File: config.mk
export PLATFORM = sky130hd
export DESIGN_NAME = ahb_decoder
export DESIGN_NICKNAME = d
export VERILOG_FILES = /design/src/ahb_pkg.sv /design/src/mem_map_pkg.sv /design/src/ahb_decoder.sv
export SDC_FILE = /design/constraint.sdc
export NUM_CORES = 1
export LEC_CHECK = 0
export ABC_AREA = 1
export BUFFER_PORTS_ARGS = -buffer_cell sky130_fd_sc_hd__buf_2
export CELL_PAD_IN_SITES_DETAIL_PLACEMENT = 0
export CELL_PAD_IN_SITES_GLOBAL_PLACEMENT = 1
export CORE_AREA = 2 2 39 41
export DETAILED_ROUTE_END_ITERATION = 10
export DIE_AREA = 0 0 41 43
export PLACE_DENSITY = 0.95
export SLEW_MARGIN = 40
export SYNTH_ARGS = -nofsm -noshare
export SYNTH_HDL_FRONTEND = slang
export SYNTH_SLANG_ARGS = --single-unit
File: constraint.sdc
create_clock -name vclk -period 0.8
set_input_delay 0.04 -clock vclk [all_inputs]
set_output_delay 0.04 -clock vclk [all_outputs]
set_load 0.02 [all_outputs]
File: src/ahb_pkg.sv
package ahb_pkg;

  //////////////////////////////////////////////////
  // bus widths
  //////////////////////////////////////////////////
  localparam int addr_w   = 32;         // haddr width.
  localparam int data_w   = 32;         // hwdata / hrdata width.
  localparam int n_lanes  = data_w / 8; // byte lanes per beat.
  localparam int region_w = 20;         // slave region field.
  localparam int idx_w    = 10;         // word index field.
  localparam int off_w    = 2;          // byte offset in word.

  //////////////////////////////////////////////////
  // transfer encodings
  //////////////////////////////////////////////////
  typedef enum logic [1:0] {
    IDLE   = 2'b00,                     // no transfer.
    BUSY   = 2'b01,                     // master stall, no transfer.
    NONSEQ = 2'b10,                     // single or first beat.
    SEQ    = 2'b11                      // handled like nonseq.
  } htrans_e;

  typedef enum logic [2:0] {
    BYTE = 3'b000,
    HALF = 3'b001,
    WORD = 3'b010
  } hsize_e;

  // one address word, two decodes.
  typedef union packed {
    logic [addr_w-1:0] haddr;           // flat view.
    struct packed {
      logic [region_w-1:0] region;      // decoder view.
      logic [idx_w-1:0]    word_idx;    // sram row.
      logic [off_w-1:0]    byte_off;    // lane select.
    } fields;
  } ahb_addr_u;

  typedef struct packed {
    ahb_addr_u addr;
    htrans_e   htrans;
    logic      hwrite;                  // 1 = write.
    hsize_e    hsize;
  } ahb_req_t;                          // address phase, 38 bits.

  typedef struct packed {
    logic [data_w-1:0] hrdata;
    logic              hready;          // hreadyout on a slave.
    logic              hresp;           // 1 = error.
  } ahb_rsp_t;                          // data phase, 34 bits.

endpackage

File: src/mem_map_pkg.sv
package mem_map_pkg;

  //////////////////////////////////////////////////
  // slave map
  //////////////////////////////////////////////////
  localparam int n_slaves = 2;          // sram_0 and sram_1.

  // region field values, one 4 KB window each.
  localparam logic [ahb_pkg::region_w-1:0] sram0_region = 20'h00000;
  localparam logic [ahb_pkg::region_w-1:0] sram1_region = 20'h00001;

  //////////////////////////////////////////////////
  // memory geometry
  //////////////////////////////////////////////////
  localparam int mem_depth = 256;                 // words per sram.
  localparam int mem_aw    = $clog2(mem_depth);   // low word_idx bits used.

  // upper word_idx bits alias onto the same rows.

  //////////////////////////////////////////////////
  // slave timing
  //////////////////////////////////////////////////
  localparam int sram1_wait = 1;        // wait states on slave 1.

endpackage

File: src/ahb_decoder.sv
`timescale 1ns/1ps

module ahb_decoder (
  input  ahb_pkg::ahb_req_t                req,
  output logic [mem_map_pkg::n_slaves-1:0] hsel,
  output logic                             hsel_none
);

  import ahb_pkg::*;
  import mem_map_pkg::*;

  //////////////////////////////////////////////////
  // region table, index = slave number
  //////////////////////////////////////////////////
  localparam logic [region_w-1:0] region_tab [n_slaves] = '{
    sram0_region,                       // slave 0.
    sram1_region                        // slave 1.
  };

  logic                active;          // nonseq or seq.
  logic [n_slaves-1:0] hit;             // raw region match.

  assign active = (req.htrans == NONSEQ) || (req.htrans == SEQ);

  // compare every window, no priority needed.
  always_comb begin
    for (int s = 0; s < n_slaves; s++) begin
      hit[s] = (req.addr.fields.region == region_tab[s]);
    end
  end

  //////////////////////////////////////////////////
  // select outputs
  //////////////////////////////////////////////////
  // idle and busy select nothing.
  always_comb begin
    hsel      = '0;
    hsel_none = 1'b0;
    if (active) begin
      hsel      = hit;                  // one-hot, windows disjoint.
      hsel_none = (hit == '0);          // unmapped goes to error slave.
    end
  end

  // note that hsel is address-phase only. the response mux
  // latches it on hready to find the data-phase owner.

endmodule

# == Word-level counts from Yosys, hierarchy flattened ==
# Cells that the tools add are included.
# op_classes
reduce_logical,3
n_eq_ne,3
mux,2
# ops
op,count
"equality test 20 x 1 -> 1 bit, second input constant",1
zero test 20 bit,1
"equality test 2 bit, second input constant",2
zero test 2 bit,1
2-to-1 mux 2 bit,1
logical OR 1 bit,1
2-to-1 mux 1 bit,1
# totals
input_bits,38
word_cells,8
register_bits,0

# == Logic depth before layout (Yosys ltp) ==
# logic_depth
depth_word,3
mapped_depth,6
depth_no_buf,6

# == Least setup slack after synthesis ==
# OpenSTA, ideal clock, no wires.
# synth_path
path_type,input -> output
startpoint,input req[25] in the netlist's numbering
endpoint,output hsel[0] in the netlist's numbering
path_slack_ns,0.110
cell_stages,5
arrival_ns,0.650
path_buffers,0
path_cell_list,nor2_1 nand2_1 nor2_2 nand2_1 nor2_1
# synth_between
elab_chain_cells,2
# synth_rtl
element,line_no,text
start: declaration,ahb_decoder.sv:4,"input ahb_pkg::ahb_req_t req,"
zero test 20 bit,ahb_decoder.sv:28,hit[s] = (req.addr.fields.region == region_tab[s]);
2-to-1 mux 2 bit,ahb_decoder.sv:39,if (active) begin
end: declaration,ahb_decoder.sv:5,"output logic [mem_map_pkg::n_slaves-1:0] hsel,"
# No other way between the ends.

# == Worst setup path in the final report ==
# layout_path
startpoint,input req[36] in the netlist's numbering
endpoint,output hsel[1] in the netlist's numbering
# layout_between
elab_chain_cells,2
# layout_rtl
element,line_no
equality test 20 x 1 -> 1 bit,ahb_decoder.sv:28
2-to-1 mux 2 bit,ahb_decoder.sv:39
# No other way between the ends.

==> summary.txt <==
Outcome
  • Status: finished, final reports clean

Route
  • First-iteration detailed-routing DRC count: 0
  • DRT Pass-1 Iters: 1
  • Via count: about 230
  • Remaining DRCs: 0
  • Via density: around 3.6
  • WL/cell: roughly 8 µm
  • Final wirelength: 500 µm
  • Final ANT Viol Nets: 0

Global routing
  • Met3 GRT Util: 0%
  • GRT busiest layer: met2
  • Tot GR Track Use: 4.595%
  • Met2 usage: 10.63%
  • Global route total overflow: 0
  • Initial antenna violation count: 0
  • Grt met1 use: about 3.8%
  • First-pass GRT wire length: 614 µm
  • Vias in the first global route: 202
  • Largest net degree at the start of global routing: 4

Die
  • Row cnt: 14
  • Die height: 43 µm
  • I/O Pins: 41
  • Chip Width: 41 µm
  • Core box area: 1384 µm²
  • Starting density of the core: roughly 8.4%
  • Die Area: 1763 µm²

Setup path
  • Startpoint types: input pin
  • Slowest stage cell, crit path: nor2_2
  • Max incr delay on CP: 0.13 ns
  • Worst path cell trace: buf_6 > nor2_4 > nand2_1 > nor2_2 > nand3_2 > nor2_2 > buf_6
  • Crit path max-delay family: simple AND/OR/NAND/NOR gates
  • Worst-path fanout max: 2
  • Crit path required time: 0.76 ns
  • WP buf/inv: 2
  • Endpoint class of the critical path: output pin
  • Worst setup path class: in2out
  • Critical path arrival: about 0.73 ns

Synth
  • Dominant cells by area after synthesis: nor2_1, nand2_1, nor2_2
  • Sequential fraction of the synthesis area: 0%
  • Mapped Area: 116.4 µm²
  • Yosys top cell by area: nor2_1
  • Mapped Cells: 23
  • Mapped Avg Cell Area: 5.059 µm²
  • Synth cell types: 7
  • Post-synthesis net count: 61
  • Post-synth top area share: 29.03%
  • Warnings, synthesis: 0

Worst hold path
  • WHS Endpoint: hsel_none
  • Hold path startpoint: req[5]
  • Worst Hold Class: in2out
  • Hold path cells: 4

Flow run
  • MaxCap Viol Count: 0

Placed design
  • Placed cell count: 63
  • Hpwl dp: 353.6 µm
  • RePlAce Congestion: 0.5668
  • Placement Setup Slack: -0.02565 ns
  • Number of I/O port buffers: 24

Clocking
  • CTS Hold Buffers Added: 0
  • Post-CTS setup buffer count: 0

STA
  • RSZ-0062 raised after global routing: yes
  • Period utilisation layout: between 90% and 100%
  • Worst setup margin: approximately 0.025 ns
  • Relative slew slack: 89.42%
  • Final setup fails: 0
  • TNS Setup: 0 ns
  • Hold Fails Final Rpt: 0
  • Pin slew with the least headroom to its limit: 0.1581 ns
  • Maximum clock frequency: 1.291 GHz
  • Max-slew violation count: 0
  • Fin crit period: just under 0.8 ns

Power and ir drop
  • Maximum vdd drop: 108.9 µV
  • LEAKAGE: 0.1602 nW
  • Pwr dens: between 300 and 400 nW/µm²

Layout
  • Sequential cell count: 0
  • Most frequent cells in the layout: buf_2, buf_6, nor2_4
  • Final Util: between 20% and 30%
  • Reg area: 0 µm²
  • Layout Area Growth over Synthesis: 222.6%
  • Final Non-Filler Cells: 63
  • Clock buffers: 0
  • Layout cells sized above 1: 82.98%
  • Commonest non-fill, non-tap cell in the layout: buf_2
  • Fillers: 151
  • Post-layout net count: 87
  • N_diodes: 0
[worst max-delay path by stage]
stage,startpoint,endpoint,slack (ns),cells after the start
finish,req[36],hsel[1],0.03,7
global route,req[27],hsel[1],-0.07,7
CTS,req[31],hsel[1],-0.02,7
detailed placement,req[25],hsel_none,-0.03,8
global placement,req[25],hsel_none,-0.01,8
floorplan,req[25],hsel[0],0.11,5
[per-stage QoR]
| step | hold slack (ns) | power (mW) | area [µm²] |
|---|---|---|---|
| after CTS | 0.3940 | 0.09907 | 296.5 |
| after floorplan | 0.1943 | 0.02437 | 116.4 |
| after global placement | 0.4087 | 0.07978 | 256.5 |
| after detailed placement | 0.4162 | 0.08221 | 256.5 |
| after global routing | 0.4133 | 0.1520 | 375.4 |
| final | 0.3875 | 0.1403 | 375.4 |
[cells in the mapped netlist]
library cell,n
nand3_2,1
nor2_2,3
inv_1,1
nor2_1,9
nand3b_1,1
nor3_4,1
nand2_1,7
[layout make-up]
class | count | area (µm²) | area share [%]
Multi-Input combinational cell | 22 | 160.2 | 42.67
Tap cell | 16 | 20.02 | 5.333
Timing Repair Buffer | 24 | 191.4 | 51.00
Inverter | 1 | 3.754 | 1.000
[timing repair]
action	CTS	global route
pin swaps	8	13
gates resized for setup	9	20
setup endpoints to repair	2	3
[per-layer routing]
| layer | share of wire (%) | up-vias |
|---|---|---|
| li1 | - | 119 |
| met1 | 22 | 94 |
| met2 | 66 | 16 |
| met3 | 12 | 0 |
| met4 | 0 | 0 |
| met5 | 0 | - |
[cells by family (layout without fill, tap and decap cells)]
kind of cell           after synthesis  after routing  share of synthesized area, %
and+or+nand+nor                     22             22                         96.78
buffers and inverters                1             25                         3.223
[report_power, final]
part / total, mW / internal (mW) / switching, mW / leakage (nW)
clock network: 0 / 0 / 0 / 0
registers: 0 / 0 / 0 / 0
logic: 0.140 / 0.0873 / 0.0530 / 0.160
(Power assumes the default switching activity.)
