$ cat config.mk
export PLATFORM = sky130hd
export DESIGN_NAME = ahb_resp_mux
export DESIGN_NICKNAME = d
export VERILOG_FILES = /design/src/ahb_pkg.sv /design/src/mem_map_pkg.sv /design/src/ahb_resp_mux.sv
export SDC_FILE = /design/constraint.sdc
export NUM_CORES = 1
export LEC_CHECK = 0
export BUFFER_PORTS_ARGS = -buffer_cell sky130_fd_sc_hd__buf_2
export CORE_MARGIN = 2
export CORE_UTILIZATION = 25
export CTS_CLUSTER_DIAMETER = 80
export DETAILED_ROUTE_END_ITERATION = 8
export HOLD_SLACK_MARGIN = 0.1
export PLACE_DENSITY = 0.93
export SYNTH_ARGS = -nofsm -noshare
export SYNTH_HDL_FRONTEND = slang
export SYNTH_SLANG_ARGS = --single-unit
$ cat constraint.sdc
create_clock -name clk -period 1.7 [get_ports clk]
set_input_delay 0.17 -clock clk [delete_from_list [all_inputs] [get_ports clk]]
set_output_delay 0.17 -clock clk [all_outputs]
set_load 0.01 [all_outputs]
$ cat src/ahb_pkg.sv
package ahb_pkg;

  //////////////////////////////////////////////////
  // bus widths
  //////////////////////////////////////////////////
  localparam int addr_w   = 32;         // haddr width.
  localparam int data_w   = 32;         // hwdata / hrdata width.
  localparam int n_lanes  = data_w / 8; // byte lanes per beat.
  localparam int region_w = 20;         // slave region field.
  localparam int idx_w    = 10;         // word index field.
  localparam int off_w    = 2;          // byte offset in word.

  //////////////////////////////////////////////////
  // transfer encodings
  //////////////////////////////////////////////////
  typedef enum logic [1:0] {
    IDLE   = 2'b00,                     // no transfer.
    BUSY   = 2'b01,                     // master stall, no transfer.
    NONSEQ = 2'b10,                     // single or first beat.
    SEQ    = 2'b11                      // handled like nonseq.
  } htrans_e;

  typedef enum logic [2:0] {
    BYTE = 3'b000,
    HALF = 3'b001,
    WORD = 3'b010
  } hsize_e;

  // one address word, two decodes.
  typedef union packed {
    logic [addr_w-1:0] haddr;           // flat view.
    struct packed {
      logic [region_w-1:0] region;      // decoder view.
      logic [idx_w-1:0]    word_idx;    // sram row.
      logic [off_w-1:0]    byte_off;    // lane select.
    } fields;
  } ahb_addr_u;

  typedef struct packed {
    ahb_addr_u addr;
    htrans_e   htrans;
    logic      hwrite;                  // 1 = write.
    hsize_e    hsize;
  } ahb_req_t;                          // address phase, 38 bits.

  typedef struct packed {
    logic [data_w-1:0] hrdata;
    logic              hready;          // hreadyout on a slave.
    logic              hresp;           // 1 = error.
  } ahb_rsp_t;                          // data phase, 34 bits.

endpackage

$ cat src/mem_map_pkg.sv
package mem_map_pkg;

  //////////////////////////////////////////////////
  // slave map
  //////////////////////////////////////////////////
  localparam int n_slaves = 2;          // sram_0 and sram_1.

  // region field values, one 4 KB window each.
  localparam logic [ahb_pkg::region_w-1:0] sram0_region = 20'h00000;
  localparam logic [ahb_pkg::region_w-1:0] sram1_region = 20'h00001;

  //////////////////////////////////////////////////
  // memory geometry
  //////////////////////////////////////////////////
  localparam int mem_depth = 256;                 // words per sram.
  localparam int mem_aw    = $clog2(mem_depth);   // low word_idx bits used.

  // upper word_idx bits alias onto the same rows.

  //////////////////////////////////////////////////
  // slave timing
  //////////////////////////////////////////////////
  localparam int sram1_wait = 1;        // wait states on slave 1.

endpackage

$ cat src/ahb_resp_mux.sv
`timescale 1ns/1ps

module ahb_resp_mux (
  input  logic                             clk,
  input  logic                             rst,
  input  ahb_pkg::ahb_req_t                req,
  input  logic [mem_map_pkg::n_slaves-1:0] hsel,
  input  logic                             hsel_none,
  input  ahb_pkg::ahb_rsp_t                slave_rsp [mem_map_pkg::n_slaves],
  output ahb_pkg::ahb_rsp_t                rsp
);

  import ahb_pkg::*;
  import mem_map_pkg::*;

  typedef enum logic {
    ERR_FIRST = 1'b0,                   // hready low, hresp high.
    ERR_LAST  = 1'b1                    // hready high, hresp high.
  } err_e;

  logic                active;          // address phase carries a transfer.
  logic [n_slaves-1:0] owner;           // one-hot data phase owner.
  logic                owner_none;      // default slave owns it.
  err_e                err_st;

  assign active = (req.htrans == NONSEQ) || (req.htrans == SEQ);

  //////////////////////////////////////////////////
  // data phase owner and error machine
  //////////////////////////////////////////////////
  always_ff @(posedge clk) begin
    if (rst) begin
      owner      <= '0;                 // nothing pending.
      owner_none <= 1'b0;
      err_st     <= ERR_FIRST;
    end else begin
      if (owner_none && (err_st == ERR_FIRST))
        err_st <= ERR_LAST;             // second error cycle next.
      if (rsp.hready) begin
        owner      <= active ? hsel : '0;
        owner_none <= active && hsel_none;
        err_st     <= ERR_FIRST;        // rearm for next error.
      end
    end
  end

  //////////////////////////////////////////////////
  // response select
  //////////////////////////////////////////////////
  always_comb begin
    rsp = '{hrdata: '0, hready: 1'b1, hresp: 1'b0}; // idle, okay.
    if (owner_none) begin
      rsp.hready = (err_st == ERR_LAST);
      rsp.hresp  = 1'b1;
    end else begin
      for (int s = 0; s < n_slaves; s++) begin
        if (owner[s])
          rsp = slave_rsp[s];           // forward owner's data phase.
      end
    end
  end

endmodule

# --- Word-level counts from Yosys, hierarchy flattened ---
# Cells that the tools add are included.
totals:
  output_inout_bits: 34
  in_bits: 111
  mem_bits_rw: 0
  latch_bits: 0
  register_bits: 4
  rom_bits: 0
  mem_count: 0
classes:
  eq_ne: 2
  n_reduce_logical: 4
  mux: 5
  n_bitwise: 1
  magnitude_cmp: 0
  addsub: 0
  shift: 0
  mul: 0
  div: 0
ops:
  columns: ["operator", "n"]
  rows:
  - ["$mux W34", 2]
  - ["$mux W32", 1]
  - ["$eq A2 B2 Y1 const B", 2]
  - ["$mux W2", 2]
  - ["$logic_and A1 B1 Y1", 2]
  - ["$reduce_or A2 Y1", 1]
  - ["$logic_or A1 B1 Y1", 1]
  - ["$not A1 Y1", 1]

# --- Logic depth before layout (Yosys ltp) ---
logic_depth:
  word_depth: 4
  mapped_depth: 6
  depth_no_buf: 3

# --- Worst setup path after synthesis ---
# Ideal clock, no wire load.
synth_path:
  path_type: "register to output"
  startpoint: "register owner[1]"
  endpoint: "output port rsp[10] in the netlist's numbering"
  required_ps: 1530
  stages_incl_launch_ff: 7
  setup_slack_ps: 493
  arrival_time_ps: 1037
  path_buffers: 3
  path_cell_list: "dfxtp_1 > buf_6 > nor2b_1 > buf_2 > buf_4 > a22oi_1 > nor2_1"
synth_lines:
  columns: ["element", "line_no", "text"]
  rows:
  - ["start: declaration", "ahb_resp_mux.sv:22", "logic [n_slaves-1:0] owner;"]
  - ["start signal: assignment", "ahb_resp_mux.sv:40", "owner <= active ? hsel : '0;"]
  - ["end: declaration", "ahb_resp_mux.sv:10", "output ahb_pkg::ahb_rsp_t rsp"]

==> out/qor.yml <==
cts_tree: "built"
worst-setup-path-type: "flop to primary output"
numClockSinks: 4
gp_congestion: 0.721
fp.coreArea_sq_um: 2500
min_to: "err_st$_SDFFE_PP0P_"
fmaxAchievable_ghz: 0.647
final_antenna_net_count: 0
drt-initial-drc-count: 93
holdBufCountCts: 0
htreeDepth: 1
tns_ns: 0
rsz0062_at_grt: "no"
dpl-instance-area_sq_um: 1220
p_int_w: 0.000332
io_buffers: 107
place_hpwl_um: 2220
cts_root_buf: "clkbuf_4"
min_period_ns: 1.54
skew_ns: 0.00139
area_growth_pct: 86.2
ys_ff_latch: 4
seq_area_frac_synth_pct: 12.0
swShare_pct: 36.3
fp.dieW_um: 55.7
reg2reg_from: "owner[1]$_SDFFE_PP0P_"
drive_gt1_share_pct: 58.5
final_area_sq_um: 1250
p_sw_w: 0.000189
rows: 18
wire_per_inst_um: 11.7
hold_viol_final: 0
grt_pass1_vias: 1064
diodes: 0
status: "complete, no violations"
p_clk_share_pct: 22.5
io_pins: 145
vias_per_cell: 4.86
cp.arrival_ns: 1.37
syn_avg_cell_area_sq_um: 6.63
grt_pass1_wl_um: 4430
numCtsBuffers: 3
nNetsFinal: 318
worst_pin_slew_ns: 0.263
post-route-util_pct: 49.8
drt_first_pass_iters: 4
ir_worst_vdd_uv: 280
yosysUniqueCellTypes: 21
maxCapViolCount: 0
syn_area_sq_um: 669
reg2reg_depth: 3
hp-start: "rst"
setup_viol: 0
grt_overflow_total: 0
drcViolationCount: 0
syn_inst: 101
whs_path_depth: 2
r2r_slack_ns: 0.55
cp-end-kind: "primary output"
antenna_found_initial: 0
path_clk_slew_ns: 0.04
report.final.slew_viol_count: 0
whs_ns: 0.161
cp-start-kind: "flop"
pwr-share-comb_pct: 56.9
vias: 1143
clk_latency_ns: 0.23
p_leak_nw: 0.728
fp.dieH_um: 55.7
fin_crit_sh_pct: 90.9
clockBufferDepth: 2
required_ns: 1.53
start_util_pct: 26.8
drt-total-wl_um: 2760
dieArea_sq_um: 3110
r2r-end: "owner[1]$_SDFFE_PP0P_"
grt_max_degree: 24
post_cts_resized: 0
synth_nets: 212
worstPathMaxFanout: 15
worstHoldPathType: "input port to flop"
postCtsSetupBuffers: 0
max_slew_margin_pct: 82.4
seqPwrFrac_pct: 20.6
grt_usage_pct: 16.9
yosys_warnings: 0
power_density_nw_per_um2: 418
==> registers in the layout, indices dropped and copies added, names as in the netlist <==
register	cells
owner	2
owner_none	1
err_st	1
==> cell type report <==
type	instances	area, sq um
Clock buffer	3	22.5
Fill cell	257	1250
Inverter	2	7.51
Multi-Input combinational cell	83	518
Sequential cell	4	80.1
Tap cell	30	37.5
Timing Repair Buffer	113	581
==> logic make-up (layout without fill, tap and decap cells) <==
logic type | after synthesis | count (layout) | synth area share (%)
compound gates | 38 | 38 | 44.5
buf+inv | 14 | 118 | 11.0
flops | 4 | 4 | 12.0
mux | 2 | 2 | 2.99
simple gates | 43 | 43 | 29.5
==> layout by cell type (no fill, tap or decap) <==
cell / instances
a21boi_0: 1
buf_2: 107
buf_4: 6
clkbuf_4: 3
a21oi_1: 1
nand3b_1: 2
nor2b_4: 1
nor2_1: 33
nand2_1: 2
nand2b_1: 3
dfxtp_1: 4
o211ai_1: 1
nor2b_2: 1
a22oi_1: 32
nor3b_2: 1
o31a_4: 1
inv_1: 2
a221o_1: 1
mux2i_1: 2
o32a_1: 1
==> per-layer routing <==
layer  global-route usage [%]  up-vias  part of all wire (%)
met1                     18.8      512                    38
met5                        0        -                     0
met3                     3.02        2                   9.2
met4                     4.18        0                  0.18
li1                         -      579                     -
met2                     32.7       50                    52
==> through the flow <==
| stage | setup slack [ns] | total power [W] | cells |
|---|---|---|---|
| final | 0.155 | 0.000521 | 235 |
| after global routing | 0.0616 | 0.000568 | 235 |
| after CTS | 0.140 | 0.000528 | 235 |
| after detailed placement | 0.395 | 0.000406 | 232 |
| after global placement | 0.400 | 0.000401 | 232 |
| after floorplan | 0.493 | 0.000257 | 101 |
==> how the worst max path moves through the flow <==
stage / from / end / cells after the start
floorplan: owner[1]$_SDFFE_PP0P_ / rsp[10] / 6
global placement: owner[1]$_SDFFE_PP0P_ / rsp[0] / 4
detailed placement: owner[1]$_SDFFE_PP0P_ / rsp[0] / 4
CTS: owner[1]$_SDFFE_PP0P_ / rsp[0] / 4
global route: owner[1]$_SDFFE_PP0P_ / rsp[0] / 4
finish: owner[1]$_SDFFE_PP0P_ / rsp[0] / 4
==> synthesized netlist by cell type (all sizes together) <==
library cell,number,area [sq um]
nand2,2,7.51
nor2,33,124
a21boi,1,7.51
nand2b,3,18.8
inv,2,7.51
buf,6,43.8
a221o,1,10.0
nand3b,2,15.0
nor3b,1,12.5
nor2b,2,20.0
a22oi,32,240
o31a,1,17.5
o32a,1,10.0
clkbuf,6,22.5
a21oi,1,5.00
mux2i,2,20.0
o211ai,1,7.51
dfxtp,4,80.1
==> power by group through the flow <==
stage	Sequential [W]	Clock, W	Combinational, W
after floorplan	0.000104	0	0.000154
after detailed placement	0.000108	0	0.000297
after global routing	0.000108	0.000128	0.000332
after CTS	0.000107	0.000122	0.000299
final	0.000107	0.000117	0.000296
after global placement	0.000108	0	0.000293
==> critical path, cell delays in order (launching register included) <==
cell and delay (ns):
dfxtp_1 0.45, nor2b_2 0.08, buf_4 0.19, a221o_1 0.29, buf_2 0.14
(Power assumes the default switching activity.)
